==> src/logic/decode_defines.svh <==
//==========================================================================
// decode sequencer widths, status bit positions and opcode values
//==========================================================================
`ifndef DECODE_DEFINES_SVH
`define DECODE_DEFINES_SVH

`define DATA_W   8
`define TSTATE_W 3

// status byte bit positions
`define STATUS_C 0
`define STATUS_Z 1
`define STATUS_V 6
`define STATUS_N 7

// implied register ops
`define OP_INX   8'hE8
`define OP_INY   8'hC8
`define OP_DEX   8'hCA
`define OP_DEY   8'h88
`define OP_ASL_A 8'h0A
`define OP_LSR_A 8'h4A
`define OP_ROL_A 8'h2A
`define OP_ROR_A 8'h6A
`define OP_TAX   8'hAA
`define OP_TAY   8'hA8
`define OP_TXA   8'h8A
`define OP_TYA   8'h98
`define OP_TXS   8'h9A
`define OP_TSX   8'hBA

// flag ops and nop
`define OP_CLC   8'h18
`define OP_SEC   8'h38
`define OP_CLI   8'h58
`define OP_SEI   8'h78
`define OP_CLV   8'hB8
`define OP_NOP   8'hEA

// immediate loads and alu ops
`define OP_LDA_I 8'hA9
`define OP_LDX_I 8'hA2
`define OP_LDY_I 8'hA0
`define OP_AND_I 8'h29
`define OP_EOR_I 8'h49
`define OP_ORA_I 8'h09
`define OP_ADC_I 8'h69
`define OP_SBC_I 8'hE9
`define OP_CMP_I 8'hC9
`define OP_CPX_I 8'hE0
`define OP_CPY_I 8'hC0

// conditional branches
`define OP_BCC   8'h90
`define OP_BCS   8'hB0
`define OP_BEQ   8'hF0
`define OP_BNE   8'hD0
`define OP_BMI   8'h30
`define OP_BPL   8'h10
`define OP_BVC   8'h50
`define OP_BVS   8'h70

`endif

==> src/logic/decode_pkg.sv <==
//==========================================================================
// decode sequencer types
// request and control word structs shared by all stages
//==========================================================================
`include "decode_defines.svh"

package decode_pkg;

    typedef logic [`DATA_W-1:0] opcode_t;
    typedef logic [`DATA_W-1:0] status_t;

    typedef enum logic [`TSTATE_W-1:0] {
        T0 = 3'd0,
        T1 = 3'd1,
        T2 = 3'd2,
        T3 = 3'd3
    } tstate_t;

    typedef struct packed {
        opcode_t opcode;
        status_t status;
    } op_req_t;

    // program counter and address bus drivers
    typedef struct packed {
        logic pcl_adl, pch_adh, pcl_pcl, pch_pch;
        logic adl_pcl, adh_pch, i_pc;
        logic adl_abl, adh_abh;
    } addr_ctl_t;

    // register to bus, then bus to register
    typedef struct packed {
        logic x_sb, y_sb, ac_sb, s_sb;
        logic dl_db, pch_db, add_adl, add_sb;
        logic sb_db, sb_x, sb_y, sb_ac, sb_s, sb_adh;
    } xfer_ctl_t;

    // alu input selects and operation
    typedef struct packed {
        logic db_add, db_n_add, adl_add, zero_add, sb_add, carry_in;
        logic sums, ands, eors, ors, srs;
    } alu_ctl_t;

    typedef struct packed {
        logic dbz_z, db7_n, db6_v, acr_c, avr_v, ir5_c, ir5_i;
    } flag_ctl_t;

    typedef struct packed {
        tstate_t   tstate;
        addr_ctl_t addr;
        xfer_ctl_t xfer;
        alu_ctl_t  alu;
        flag_ctl_t flag;
        logic      last;
    } ctl_word_t;

endpackage

==> src/logic/control_output.sv <==
//==========================================================================
// control word output register
// holds each word stable toward the datapath until it is accepted
//==========================================================================
`timescale 1ns/1ns

module control_output (
    input  logic                  i_clk,
    input  logic                  i_rst_n,
    input  decode_pkg::ctl_word_t i_word,
    input  logic                  i_word_valid,
    output logic                  o_word_ready,
    output decode_pkg::ctl_word_t o_ctl,
    output logic                  o_ctl_valid,
    input  logic                  i_ctl_ready
);

    logic load;

    // take a new word when empty or while the current one leaves
    assign o_word_ready = ~o_ctl_valid | i_ctl_ready;
    assign load         = i_word_valid & o_word_ready;

    always_ff @(posedge i_clk or negedge i_rst_n)
    begin
        if (!i_rst_n)
            o_ctl_valid <= 1'b0;
        else if (load)
            o_ctl_valid <= 1'b1;
        else if (i_ctl_ready)
            o_ctl_valid <= 1'b0;
    end

    always_ff @(posedge i_clk)
    begin
        if (load)
            o_ctl <= i_word;
    end

endmodule

==> src/logic/decode_rom.sv <==
//==========================================================================
// decode rom
// maps opcode, timing state, status and last alu carry to one control
// word; the last field flags that the next state is T0
//==========================================================================
`timescale 1ns/1ns
`include "decode_defines.svh"

module decode_rom (
    input  decode_pkg::opcode_t   i_opcode,
    input  decode_pkg::status_t   i_status,
    input  decode_pkg::tstate_t   i_tstate,
    input  logic                  i_last_acr,
    output decode_pkg::ctl_word_t o_word
);
    import decode_pkg::*;

    logic t0, t1, t2, t3;
    logic g_idx, g_shift, g_load, g_alu, g_arith, g_xfer_nz, g_branch;
    logic taken, t1_taken, t2_br, t3_br, t2_carry, finish;
    logic carry_st;

    assign t0 = (i_tstate == T0);
    assign t1 = (i_tstate == T1);
    assign t2 = (i_tstate == T2);
    assign t3 = (i_tstate == T3);

    // opcode groups
    assign g_idx     = i_opcode inside {`OP_INX, `OP_INY, `OP_DEX, `OP_DEY};
    assign g_shift   = i_opcode inside {`OP_ASL_A, `OP_LSR_A, `OP_ROL_A, `OP_ROR_A};
    assign g_load    = i_opcode inside {`OP_LDA_I, `OP_LDX_I, `OP_LDY_I};
    assign g_arith   = i_opcode inside {`OP_ADC_I, `OP_SBC_I, `OP_CMP_I, `OP_CPX_I,
                                        `OP_CPY_I};
    assign g_alu     = g_arith | (i_opcode inside {`OP_AND_I, `OP_EOR_I, `OP_ORA_I});
    // transfers that update n and z
    assign g_xfer_nz = i_opcode inside {`OP_TAX, `OP_TAY, `OP_TXA, `OP_TYA, `OP_TSX};
    assign g_branch  = i_opcode inside {`OP_BCC, `OP_BCS, `OP_BEQ, `OP_BNE,
                                        `OP_BMI, `OP_BPL, `OP_BVC, `OP_BVS};

    assign carry_st = i_status[`STATUS_C];

    always_comb
    begin
        case (i_opcode)
            `OP_BCC: taken = ~carry_st;
            `OP_BCS: taken = carry_st;
            `OP_BEQ: taken = i_status[`STATUS_Z];
            `OP_BNE: taken = ~i_status[`STATUS_Z];
            `OP_BMI: taken = i_status[`STATUS_N];
            `OP_BPL: taken = ~i_status[`STATUS_N];
            `OP_BVC: taken = ~i_status[`STATUS_V];
            `OP_BVS: taken = i_status[`STATUS_V];
            default: taken = 1'b0;
        endcase
    end

    assign t1_taken = t1 & g_branch & taken;
    assign t2_br    = t2 & g_branch;
    assign t3_br    = t3 & g_branch;
    // offset add crossed a page, so pch needs its own +1
    assign t2_carry = t2_br & i_last_acr;
    // T0 writes back the alu result left by T1
    assign finish   = t0 & (g_idx | g_shift | g_alu);

    always_comb
    begin
        o_word.tstate = i_tstate;
        o_word.last   = ~t0 & ~t1_taken & ~t2_carry;

        // every T0 and T1 presents pc on the address bus
        o_word.addr.pcl_adl = t0 | t1 | t3_br;
        o_word.addr.pch_adh = t0 | t1 | t2_br | t3_br;
        o_word.addr.pcl_pcl = t0 | t1 | t3_br;
        o_word.addr.pch_pch = t0 | t1 | t2_br;
        o_word.addr.adl_pcl = t2_br;
        o_word.addr.adh_pch = t3_br;
        o_word.addr.i_pc    = t0 | (t1 & (g_load | g_alu)) | (t1 & g_branch & ~taken);
        o_word.addr.adl_abl = t0 | t1 | t2_br | t3_br;
        o_word.addr.adh_abh = t0 | t1 | t2_br | t3_br;

        // sources onto sb and db
        o_word.xfer.x_sb    = t1 & (i_opcode inside {`OP_INX, `OP_DEX, `OP_TXA, `OP_TXS,
                                                     `OP_CPX_I});
        o_word.xfer.y_sb    = t1 & (i_opcode inside {`OP_INY, `OP_DEY, `OP_TYA, `OP_CPY_I});
        o_word.xfer.ac_sb   = t1 & (g_shift | (i_opcode inside {`OP_TAX, `OP_TAY})
                                    | (g_alu & ~(i_opcode inside {`OP_CPX_I, `OP_CPY_I})));
        o_word.xfer.s_sb    = t1 & (i_opcode == `OP_TSX);
        o_word.xfer.dl_db   = (t1 & (g_load | g_alu)) | t1_taken;
        o_word.xfer.pch_db  = t2_carry;
        o_word.xfer.add_adl = t2_br;
        o_word.xfer.add_sb  = finish | t3_br;

        // destinations
        o_word.xfer.sb_db   = finish | t1_taken
                              | (t1 & (g_load | g_xfer_nz
                                       | (i_opcode inside {`OP_ASL_A, `OP_ROL_A})));
        o_word.xfer.sb_x    = (t0 & (i_opcode inside {`OP_INX, `OP_DEX}))
                              | (t1 & (i_opcode inside {`OP_LDX_I, `OP_TAX, `OP_TSX}));
        o_word.xfer.sb_y    = (t0 & (i_opcode inside {`OP_INY, `OP_DEY}))
                              | (t1 & (i_opcode inside {`OP_LDY_I, `OP_TAY}));
        o_word.xfer.sb_ac   = (t0 & (g_shift | (i_opcode inside {`OP_AND_I, `OP_EOR_I,
                                                                 `OP_ORA_I, `OP_ADC_I,
                                                                 `OP_SBC_I})))
                              | (t1 & (i_opcode inside {`OP_LDA_I, `OP_TXA, `OP_TYA}));
        o_word.xfer.sb_s    = t1 & (i_opcode == `OP_TXS);
        o_word.xfer.sb_adh  = t3_br;

        // alu inputs; open db reads as ff for dec and inverted for inc
        o_word.alu.db_add   = t2_carry
                              | (t1 & (i_opcode inside {`OP_DEX, `OP_DEY, `OP_ASL_A,
                                                        `OP_ROL_A, `OP_AND_I, `OP_EOR_I,
                                                        `OP_ORA_I, `OP_ADC_I}));
        o_word.alu.db_n_add = t1 & (i_opcode inside {`OP_INX, `OP_INY, `OP_SBC_I,
                                                     `OP_CMP_I, `OP_CPX_I, `OP_CPY_I});
        o_word.alu.adl_add  = t1_taken;
        o_word.alu.zero_add = t2_carry;
        o_word.alu.sb_add   = (t1 & (g_idx | g_shift | g_alu)) | t1_taken;
        o_word.alu.carry_in = t1_taken | t2_carry
                              | (t1 & (i_opcode inside {`OP_INX, `OP_INY, `OP_CMP_I,
                                                        `OP_CPX_I, `OP_CPY_I}))
                              | (t1 & carry_st
                                 & (i_opcode inside {`OP_ADC_I, `OP_ROL_A, `OP_ROR_A}))
                              | (t1 & ~carry_st & (i_opcode == `OP_SBC_I));
        o_word.alu.sums     = t1_taken | t2_carry
                              | (t1 & (g_idx | g_arith
                                       | (i_opcode inside {`OP_ASL_A, `OP_ROL_A})));
        o_word.alu.ands     = t1 & (i_opcode == `OP_AND_I);
        o_word.alu.eors     = t1 & (i_opcode == `OP_EOR_I);
        o_word.alu.ors      = t1 & (i_opcode == `OP_ORA_I);
        o_word.alu.srs      = t1 & (i_opcode inside {`OP_LSR_A, `OP_ROR_A});

        // status flag loads
        o_word.flag.dbz_z   = finish | (t1 & (g_load | g_xfer_nz));
        o_word.flag.db7_n   = finish | (t1 & (g_load | g_xfer_nz));
        // only bit test loads v from db, none of the ops decoded here
        o_word.flag.db6_v   = 1'b0;
        o_word.flag.acr_c   = t1 & (g_shift | g_arith);
        o_word.flag.avr_v   = t1 & (g_arith | (i_opcode == `OP_CLV));
        o_word.flag.ir5_c   = t1 & (i_opcode inside {`OP_CLC, `OP_SEC});
        o_word.flag.ir5_i   = t1 & (i_opcode inside {`OP_CLI, `OP_SEI});
    end

endmodule

==> src/logic/decode_top.sv <==
//==========================================================================
// decode sequencer top
// request latch, sequencer with decode rom, output register
//==========================================================================
`timescale 1ns/1ns

module decode_top (
    input  logic                  i_clk,
    input  logic                  i_rst_n,
    input  decode_pkg::op_req_t   i_req,
    input  logic                  i_req_valid,
    output logic                  o_req_ready,
    input  logic                  i_acr,
    output decode_pkg::ctl_word_t o_ctl,
    output logic                  o_ctl_valid,
    input  logic                  i_ctl_ready
);
    import decode_pkg::*;

    op_req_t   pend;
    logic      pend_valid;
    logic      pend_ready;
    opcode_t   cur_opcode;
    status_t   cur_status;
    tstate_t   cur_tstate;
    logic      cur_last_acr;
    ctl_word_t rom_word;
    ctl_word_t seq_word;
    logic      seq_valid;
    logic      seq_ready;

    opcode_latch u_latch (
        .i_clk        (i_clk),
        .i_rst_n      (i_rst_n),
        .i_req        (i_req),
        .i_req_valid  (i_req_valid),
        .o_req_ready  (o_req_ready),
        .o_pend       (pend),
        .o_pend_valid (pend_valid),
        .i_pend_ready (pend_ready)
    );

    timing_sequencer u_seq (
        .i_clk        (i_clk),
        .i_rst_n      (i_rst_n),
        .i_pend       (pend),
        .i_pend_valid (pend_valid),
        .o_pend_ready (pend_ready),
        .i_acr        (i_acr),
        .i_word       (rom_word),
        .o_opcode     (cur_opcode),
        .o_status     (cur_status),
        .o_tstate     (cur_tstate),
        .o_last_acr   (cur_last_acr),
        .o_word       (seq_word),
        .o_word_valid (seq_valid),
        .i_word_ready (seq_ready)
    );

    decode_rom u_rom (
        .i_opcode   (cur_opcode),
        .i_status   (cur_status),
        .i_tstate   (cur_tstate),
        .i_last_acr (cur_last_acr),
        .o_word     (rom_word)
    );

    control_output u_out (
        .i_clk        (i_clk),
        .i_rst_n      (i_rst_n),
        .i_word       (seq_word),
        .i_word_valid (seq_valid),
        .o_word_ready (seq_ready),
        .o_ctl        (o_ctl),
        .o_ctl_valid  (o_ctl_valid),
        .i_ctl_ready  (i_ctl_ready)
    );

endmodule

==> src/logic/opcode_latch.sv <==
//==========================================================================
// opcode request latch
// one entry buffer so the next opcode waits while the current one runs
//==========================================================================
`timescale 1ns/1ns

module opcode_latch (
    input  logic                i_clk,
    input  logic                i_rst_n,
    input  decode_pkg::op_req_t i_req,
    input  logic                i_req_valid,
    output logic                o_req_ready,
    output decode_pkg::op_req_t o_pend,
    output logic                o_pend_valid,
    input  logic                i_pend_ready
);

    logic req_fire;

    // open while empty or while the sequencer drains the slot
    assign o_req_ready = ~o_pend_valid | i_pend_ready;
    assign req_fire    = i_req_valid & o_req_ready;

    always_ff @(posedge i_clk or negedge i_rst_n)
    begin
        if (!i_rst_n)
            o_pend_valid <= 1'b0;
        else if (req_fire)
            o_pend_valid <= 1'b1;
        else if (i_pend_ready)
            o_pend_valid <= 1'b0;
    end

    always_ff @(posedge i_clk)
    begin
        if (req_fire)
            o_pend <= i_req;
    end

endmodule

==> src/logic/timing_sequencer.sv <==
//==========================================================================
// timing sequencer
// holds the running opcode, its status snapshot and timing state, and
// steps through the states as the output stage takes each word
//==========================================================================
`timescale 1ns/1ns

module timing_sequencer (
    input  logic                  i_clk,
    input  logic                  i_rst_n,
    input  decode_pkg::op_req_t   i_pend,
    input  logic                  i_pend_valid,
    output logic                  o_pend_ready,
    input  logic                  i_acr,
    input  decode_pkg::ctl_word_t i_word,
    output decode_pkg::opcode_t   o_opcode,
    output decode_pkg::status_t   o_status,
    output decode_pkg::tstate_t   o_tstate,
    output logic                  o_last_acr,
    output decode_pkg::ctl_word_t o_word,
    output logic                  o_word_valid,
    input  logic                  i_word_ready
);
    import decode_pkg::*;

    logic    busy;
    logic    word_load;
    logic    at_t0;
    logic    pend_take;
    tstate_t tstate_q;
    tstate_t tstate_next;

    assign word_load = busy & i_word_ready;
    assign at_t0     = (tstate_q == T0);

    // a new opcode enters when idle or as the T0 word leaves
    assign o_pend_ready = ~busy | (word_load & at_t0);
    assign pend_take    = i_pend_valid & o_pend_ready;

    always_comb
    begin
        case (tstate_q)
            T1:      tstate_next = T2;
            T2:      tstate_next = T3;
            default: tstate_next = T0;
        endcase
    end

    always_ff @(posedge i_clk or negedge i_rst_n)
    begin
        if (!i_rst_n)
        begin
            busy       <= 1'b0;
            tstate_q   <= T0;
            o_last_acr <= 1'b0;
        end
        else
        begin
            if (pend_take)
            begin
                busy     <= 1'b1;
                tstate_q <= T1;
            end
            else if (word_load)
            begin
                if (at_t0)
                    busy <= 1'b0;
                else if (i_word.last)
                    tstate_q <= T0;
                else
                    tstate_q <= tstate_next;
            end
            // alu carry of the word just taken, seen by the rom one state later
            if (word_load)
                o_last_acr <= i_acr;
        end
    end

    always_ff @(posedge i_clk)
    begin
        if (pend_take)
        begin
            o_opcode <= i_pend.opcode;
            o_status <= i_pend.status;
        end
    end

    assign o_tstate     = tstate_q;
    assign o_word_valid = busy;

    // rom last means "next state is T0"; downstream last marks the T0 word
    always_comb
    begin
        o_word      = i_word;
        o_word.last = at_t0;
    end

endmodule

==> config.mk <==
export PLATFORM = sky130hd
export DESIGN_NAME = decode_top
export DESIGN_NICKNAME = d
export VERILOG_FILES = /design/src/logic/decode_pkg.sv /design/src/logic/control_output.sv /design/src/logic/decode_rom.sv /design/src/logic/decode_top.sv /design/src/logic/opcode_latch.sv /design/src/logic/timing_sequencer.sv
export VERILOG_INCLUDE_DIRS = /design/src /design/src/logic
export SDC_FILE = /design/constraint.sdc
export NUM_CORES = 1
export LEC_CHECK = 0
export BUFFER_PORTS_ARGS = -buffer_cell sky130_fd_sc_hd__buf_2
export CAP_MARGIN = 20
export CORE_ASPECT_RATIO = 1.4
export CORE_MARGIN = 4
export CORE_UTILIZATION = 40
export DETAILED_ROUTE_END_ITERATION = 6
export SYNTH_ARGS = -nofsm -noshare
export SYNTH_HDL_FRONTEND = slang
export SYNTH_SLANG_ARGS = --single-unit
==> constraint.sdc <==
create_clock -name i_clk -period 2.6 [get_ports i_clk]
set_input_delay 0.13 -clock i_clk [delete_from_list [all_inputs] [get_ports i_clk]]
set_output_delay 0.13 -clock i_clk [all_outputs]
set_load 0.02 [all_outputs]
==> metrics.txt, run 1 <==
status=completed; Site Rows=37; gpl congestion=0.8702; Synth async-reset ratio=9.091%; synth cell count leaders=60 x edfxtp_1, 30 x nand2_1, 13 x inv_1, 13 x nor2_1, 9 x buf_4; Finished Core Util=50.24%; clk sinks=66; Clock Pin Slew Worst Setup and Hold Paths=0.06 ns; Int Pwr=2.212 mW; final setup fails=0; post-route setup TNS=0 ns; TritonCTS clock tree=done; DR pass1 iterations=4; layout cells sized above 1=29.06%; Setup Skew=0.01168 ns; # IOs=68; Slew headroom=54.72%; Port Buffers=61; Hold Crit Start=i_acr; Final Non-Filler Cells=417; placed instance count=387; slew of the pin with the lowest slew margin=0.6793 ns; most numerous cell in the Yosys netlist=edfxtp_1; CTS Buffer Depth=2; CTS resizes=0; HPWL after DPL=4.070 mm; EDFF count, synth=60; net switching power=1.163 mW; Max-Cap Viols=0; Mean Syn Cell Area=12.57 sq um; post-synthesis sequential area ratio=62.88%; DIE AREA=9254 sq um; Seq pwr share=48.0%; Die X=82.46 microns; Clock power frac=23.1%; area grow syn2layout=20.64%; Setup crit start=u_seq.o_opcode[3]$_DFFE_PP_; Root Buffer=clkbuf_8; synth unique cells=57; Design Power=3.375 mW; GR Overflow Total=0; wire length per cell=13.62 microns; Setup Fix Bufs, Post-CTS=0; CP endpoint kind=flip-flop; HP Class=in -> reg; clock latency on the worst-skew pair=0.34 ns; pin count of the biggest net entering global routing=37; Detailed Route Iter0 Violations=147; number of global-route vias before repair=1998; RSZ-0062 raised after global routing=no; Tmin final=2.039 ns; NumNets Final=340; CTS H-tree depth=3; initial antenna violation count=0; Gate power share=29.0%; CP Max Fanout=15; Num CTS Buffers=9; Max Freq=490.5 MHz; GR Util met1=16.63%; Final Max Tran Viols=0; Lkg Pwr=1.506 nW; total number of vias=2018; Synth top area share=58.04%; sw frac=34.46%; Initial Utilization=41.65%; Power Density=901.3 nW/um^2; synth warn=0; Synth Register Bits=66; Synth area leaders=edfxtp_1 58%, dfrtp_1 4.8%, nand2_1 3.6%; post-synth top area cell=edfxtp_1; Antenna Cells=0; GRT Util Overall=13.81%; WP data required=2.78 ns; DRT Wirelength=5.679 mm; Core Box Area=7453 sq um; Top Usage Layer GRT=met2; Critical R2R Launch=u_seq.o_opcode[3]$_DFFE_PP_; mapped cell area=3104 sq um; met2 Resource Use GR=21.31%; Final Hold Fails=0; DRC violations left=0; via/cell ratio=4.839; WHS Path Cells=2; CP arrival=2.22 ns; critical path type=reg -> reg; reg2reg path depth=5; remaining antenna violation count after routing=0; Final Cycle Share=78.42%; cell count after synthesis=247; Final WS setup=0.5612 ns; Max VDD drop=0.4017 mV; first-pass GRT wire length=9.604 mm; GR Util met3=4.254%; main flop type after synthesis=edfxtp_1; crit path launch type=flip-flop; setup slack at placement=0.6029 ns; Die Height=112.2 microns
registers in the layout, summed over array words and instances (netlist names):
name / cells
u_out.o_ctl: 36
u_seq.o_status: 4
u_seq.o_tstate: 2
u_seq.o_last_acr: 1
u_seq.o_opcode: 8
u_out.o_ctl_valid: 1
u_latch.o_pend: 12
u_latch.o_pend_valid: 1
u_seq.o_word_valid: 1
cells in the final DEF, fill, tap and decap left out, types with 3 or more instances in the layout:
master          n
o21ai_0         6
nor4_1          4
and2_1          3
dlygate4sd3_1  14
nor2b_1         3
nand2b_1        7
clkbuf_1        3
edfxtp_1       60
nor3_1          4
inv_1          13
buf_2          61
nand2_1        30
buf_4           5
a21oi_1         8
clkbuf_8       10
nor2_1         13
nor3b_1         4
ha_1            4
nand3_1         8
nand3b_1        4
dfrtp_1         6
worst max-delay path: stages, from the launching register on:
cell      delay (ns)
edfxtp_1        0.70
nor3b_1         0.54
nand3b_1        0.20
o211ai_2        0.24
a32oi_2         0.10
o211ai_2        0.11
layout make-up:
cell class | count | area (sq um)
fillers | 650 | 3709
flip-flops and latches | 66 | 1952
multi-input cells | 145 | 953.4
repair buffers | 80 | 483.0
clock buffers | 14 | 173.9
well taps | 97 | 121.4
inverters | 13 | 48.80
clock inverters | 2 | 12.51
routing by layer:
layer | vias up | part of all wire, %
met5 | - | 0
met4 | 0 | 3.5
met3 | 16 | 6.2
met2 | 66 | 50
met1 | 910 | 40
li1 | 1026 | -
logic make-up after synthesis:
logic type                 after synthesis  share of synthesized area [%]
and+or+nand+nor                         96                          17.05
DFF                                     66                          62.88
buffers and inverters                   37                          6.529
AOI/OAI and AO/OA                       36                          8.988
adders and majority gates                5                          1.935
xor gates and xnor gates                 3                          1.089
muxes                                    3                          1.411
other                                    1                         0.1208
final timing paths:
kind / end / slack, ns
setup / recovery: u_out.o_ctl[24]$_DFFE_PP_ / 0.56
hold / removal: u_seq.o_last_acr$_DFFE_PN0P_ / 0.03
setup reg to reg: u_out.o_ctl[24]$_DFFE_PP_ / 0.56
hold reg to reg: u_seq.o_opcode[6]$_DFFE_PP_ / 0.42
max in group asynchronous: u_out.o_ctl_valid$_DFFE_PN0P_ / 2.31
min in group asynchronous: u_seq.o_tstate[0]$_DFFE_PN0P_ / 0.14
power by group through the flow:
stage               Clock [mW]  Sequential, mW  Combinational (mW)
finish                   0.779            1.62               0.978
global route             0.862            1.65                1.08
CTS                      0.812            1.62               0.992
detailed placement           0            1.64               0.973
global placement             0            1.64               0.971
floorplan                    0            1.68               0.671
per-stage QoR:
| stage | hold WS, ns | instance area [sq um] |
|---|---|---|
| after floorplan | -0.1656 | 3108 |
| after global placement | -0.04062 | 3418 |
| after detailed placement | -0.03583 | 3418 |
| after CTS | 0.005867 | 3745 |
| after global routing | 0.01518 | 3745 |
| final | 0.02839 | 3745 |
timing repair:
| item | 4_1_cts | 5_1_grt |
|---|---|---|
| hold buffers | 14 | 0 |
| endpoints found under the setup margin | 0 | 0 |
| hold endpoints to repair | 19 | 0 |
Note: power is estimated with default switching activity, not from simulation.
==> run 2: changes to the inputs <==
Clock period 2.6 ns to 1.83 ns, I/O delays scaled along.
==> run 2 against run 1 <==
  * The run now ends with setup timing left
  * Critical path depth rose by 1
  * Combinational power rose by 91%
  * Die area did not move
  * Largest power group unchanged
  * First-iteration DRC count fell by 10%
  * Count of clock-buffer cells in the layout fell by 3
  * Utilization rose by 5.0 points
  * Highest routed layer unchanged
  * Largest cell class unchanged
==> metrics.txt, run 2 (same netlist as run 1, synthesis figures left out) <==
area grow syn2layout=32.53%; Design Power=5.341 mW (+58%); HP Class=in -> reg; clk sinks=66 (unchanged); HPWL after DPL=4.934 mm (+21%); critical path type=reg -> reg; wire length per cell=14.50 microns (+6.5%); initial antenna violation count=0 (unchanged); # IOs=68 (unchanged); Root Buffer=clkbuf_8; Finished Core Util=55.20% (+5.0 points); layout cells sized above 1=38.33% (+9.3 points); top routing layer in use=met4; TritonCTS clock tree=done; Final Hold Fails=0 (unchanged); Port Buffers=61 (unchanged); Placed Area=3709 sq um (+8.5%); Clock Pin Slew Worst Setup and Hold Paths=0.07 ns (about the same); Initial Utilization=41.65% (unchanged); DIE AREA=9254 sq um (unchanged); Bufs and invs on worst path=1 (+1); CP Max Fanout=6 (-9); Max Freq=545.6 MHz (+11%); cell mode on critical path=o211ai_2; Top Registers=u_out.o_ctl (36), u_latch.o_pend (12), u_seq.o_opcode (8); slowest stage delay, CP=0.42 ns (-0.28 ns); post-route setup TNS=-0.002728 ns (-0.002728 ns); Metal-1 WL=2.645 mm (+16%); CP max stage cell=a2111o_1; CP endpoint kind=flip-flop; remaining antenna violation count after routing=0 (unchanged); CTS Buffer Depth=2 (unchanged); most frequent cells in the layout=61 x buf_2, 60 x edfxtp_1, 41 x buf_4; delay-heaviest family, CP=compound AO/OA/AOI/OAI gates; Antenna Cells=0 (unchanged); RSZ-0062 raised after global routing=yes; Final Cycle Share=100.1% (+22 points); Setup Skew=0.009030 ns (-0.002649 ns); largest register by flop count=u_out.o_ctl; NumNets Final=380 (+12%); DRC violations left=0 (unchanged); Detailed Route Iter0 Violations=132 (-10%); max reg flops=36 (unchanged); final setup fails=1 (+1); WP data required=2.00 ns (-0.78 ns); via/cell ratio=4.845 (+0.11%); Final Max Tran Viols=0 (unchanged); gpl congestion=0.9154 (+5.2%); failing checks=setup timing; Max-Cap Viols=0 (unchanged); pin count of the biggest net entering global routing=37 (unchanged); leading cell type in the layout, fill and taps excluded=buf_2; Die Height=112.2 microns (unchanged); status=finished, violations left; Power Density=1298 nW/um^2 (+44%); DR WL met3=328 microns (-6.6%); clock latency on the worst-skew pair=0.33 ns (about the same); GRT Util Overall=15.52% (+1.7 points); Num CTS Buffers=9 (unchanged); crit path launch type=flip-flop; CP arrival=2.01 ns (-0.21 ns); DR WL met2=3.510 mm (+23%); Die X=82.46 microns (unchanged); CTS H-tree depth=3 (unchanged); Lkg Pwr=1.724 nW (+15%); Core Box Area=7453 sq um (unchanged); Finished Cell Area=4114 sq um (+9.9%); DR pass1 iterations=4 (unchanged); Max VDD drop=0.6994 mV (+74%); DRT Wirelength=6.626 mm (+17%); Tmin final=1.833 ns (-0.2061 ns); Worst Hold Slack=0.07352 ns (+0.04513 ns); number of global-route vias before repair=2153 (+7.8%); first-pass GRT wire length=10.67 mm (+11%); Final WS setup=-0.002728 ns (-0.5639 ns); total number of vias=2214 (+9.7%); GR Overflow Total=0 (unchanged); worst path cell trace=buf_6 > or3b_4 > a2111o_1 > o211ai_2 > a32oi_2 > o211ai_2; Site Rows=37 (unchanged)
## run 2: final timing paths
check | slack [ns] | endpoint | depth (start not counted) | startpoint
max in group asynchronous | 1.57 | u_seq.o_word_valid$_DFFE_PN0P_ | 2 | i_rst_n
worst max-delay path | -0.003 | u_out.o_ctl[24]$_DFFE_PP_ | 6 | u_seq.o_opcode[7]$_DFFE_PP_
min in group asynchronous | 0.12 | u_seq.o_tstate[0]$_DFFE_PN0P_ | 2 | i_rst_n
worst min-delay path | 0.07 | u_out.o_ctl_valid$_DFFE_PN0P_ | 3 | i_ctl_ready
worst max register to register | -0.003 | u_out.o_ctl[24]$_DFFE_PP_ | 6 | u_seq.o_opcode[7]$_DFFE_PP_
worst min register to register | 0.42 | u_seq.o_opcode[1]$_DFFE_PP_ | 0 | u_latch.o_pend[9]$_DFFE_PP_
## run 2: per-stage QoR
stage                     setup WS, ns  cells
after floorplan                0.05988    248
after global placement         0.04709    422
after detailed placement      0.008205    422
after CTS                            0    453
after global routing          -0.04652    457
final                        -0.002728    457
## run 2: metal layers
metal / vias up / GRT usage [%]
met3: 13 / 4.494
li1: 1105 / -
met4: 0 / 5.987
met5: - / 0
met1: 1033 / 18.38
met2: 63 / 25.96
## run 2: what timing repair did
action | 4_1_cts | 5_1_grt
setup buffers | 0 | 4
setup endpoints to repair | 1 | 10
pin swaps | 0 | 1
resized for setup | 1 | 4
endpoints found under the hold margin | 20 | 0
hold buffers | 15 | 0
## run 2: worst min-delay path, delay by kind of cell
kind	cells	cell delay (ns)
buf+inv	1	0.07
simple gates	2	0.20
## run 2: final cells by class
cell class                 instances  area (sq um)
fill                             656          3339
tap                               97         121.4
clock buffer                      11         131.4
timing repair buffer             120         814.5
multi-input combinational        145         967.2
inverter                          13         48.80
clock inverter                     5         78.83
sequential                        66          1952
## run 2: report_power, final
part	internal [mW]	switching (mW)
Combinational	0.753	1.12
Sequential	2.04	0.147
Clock	0.766	0.512
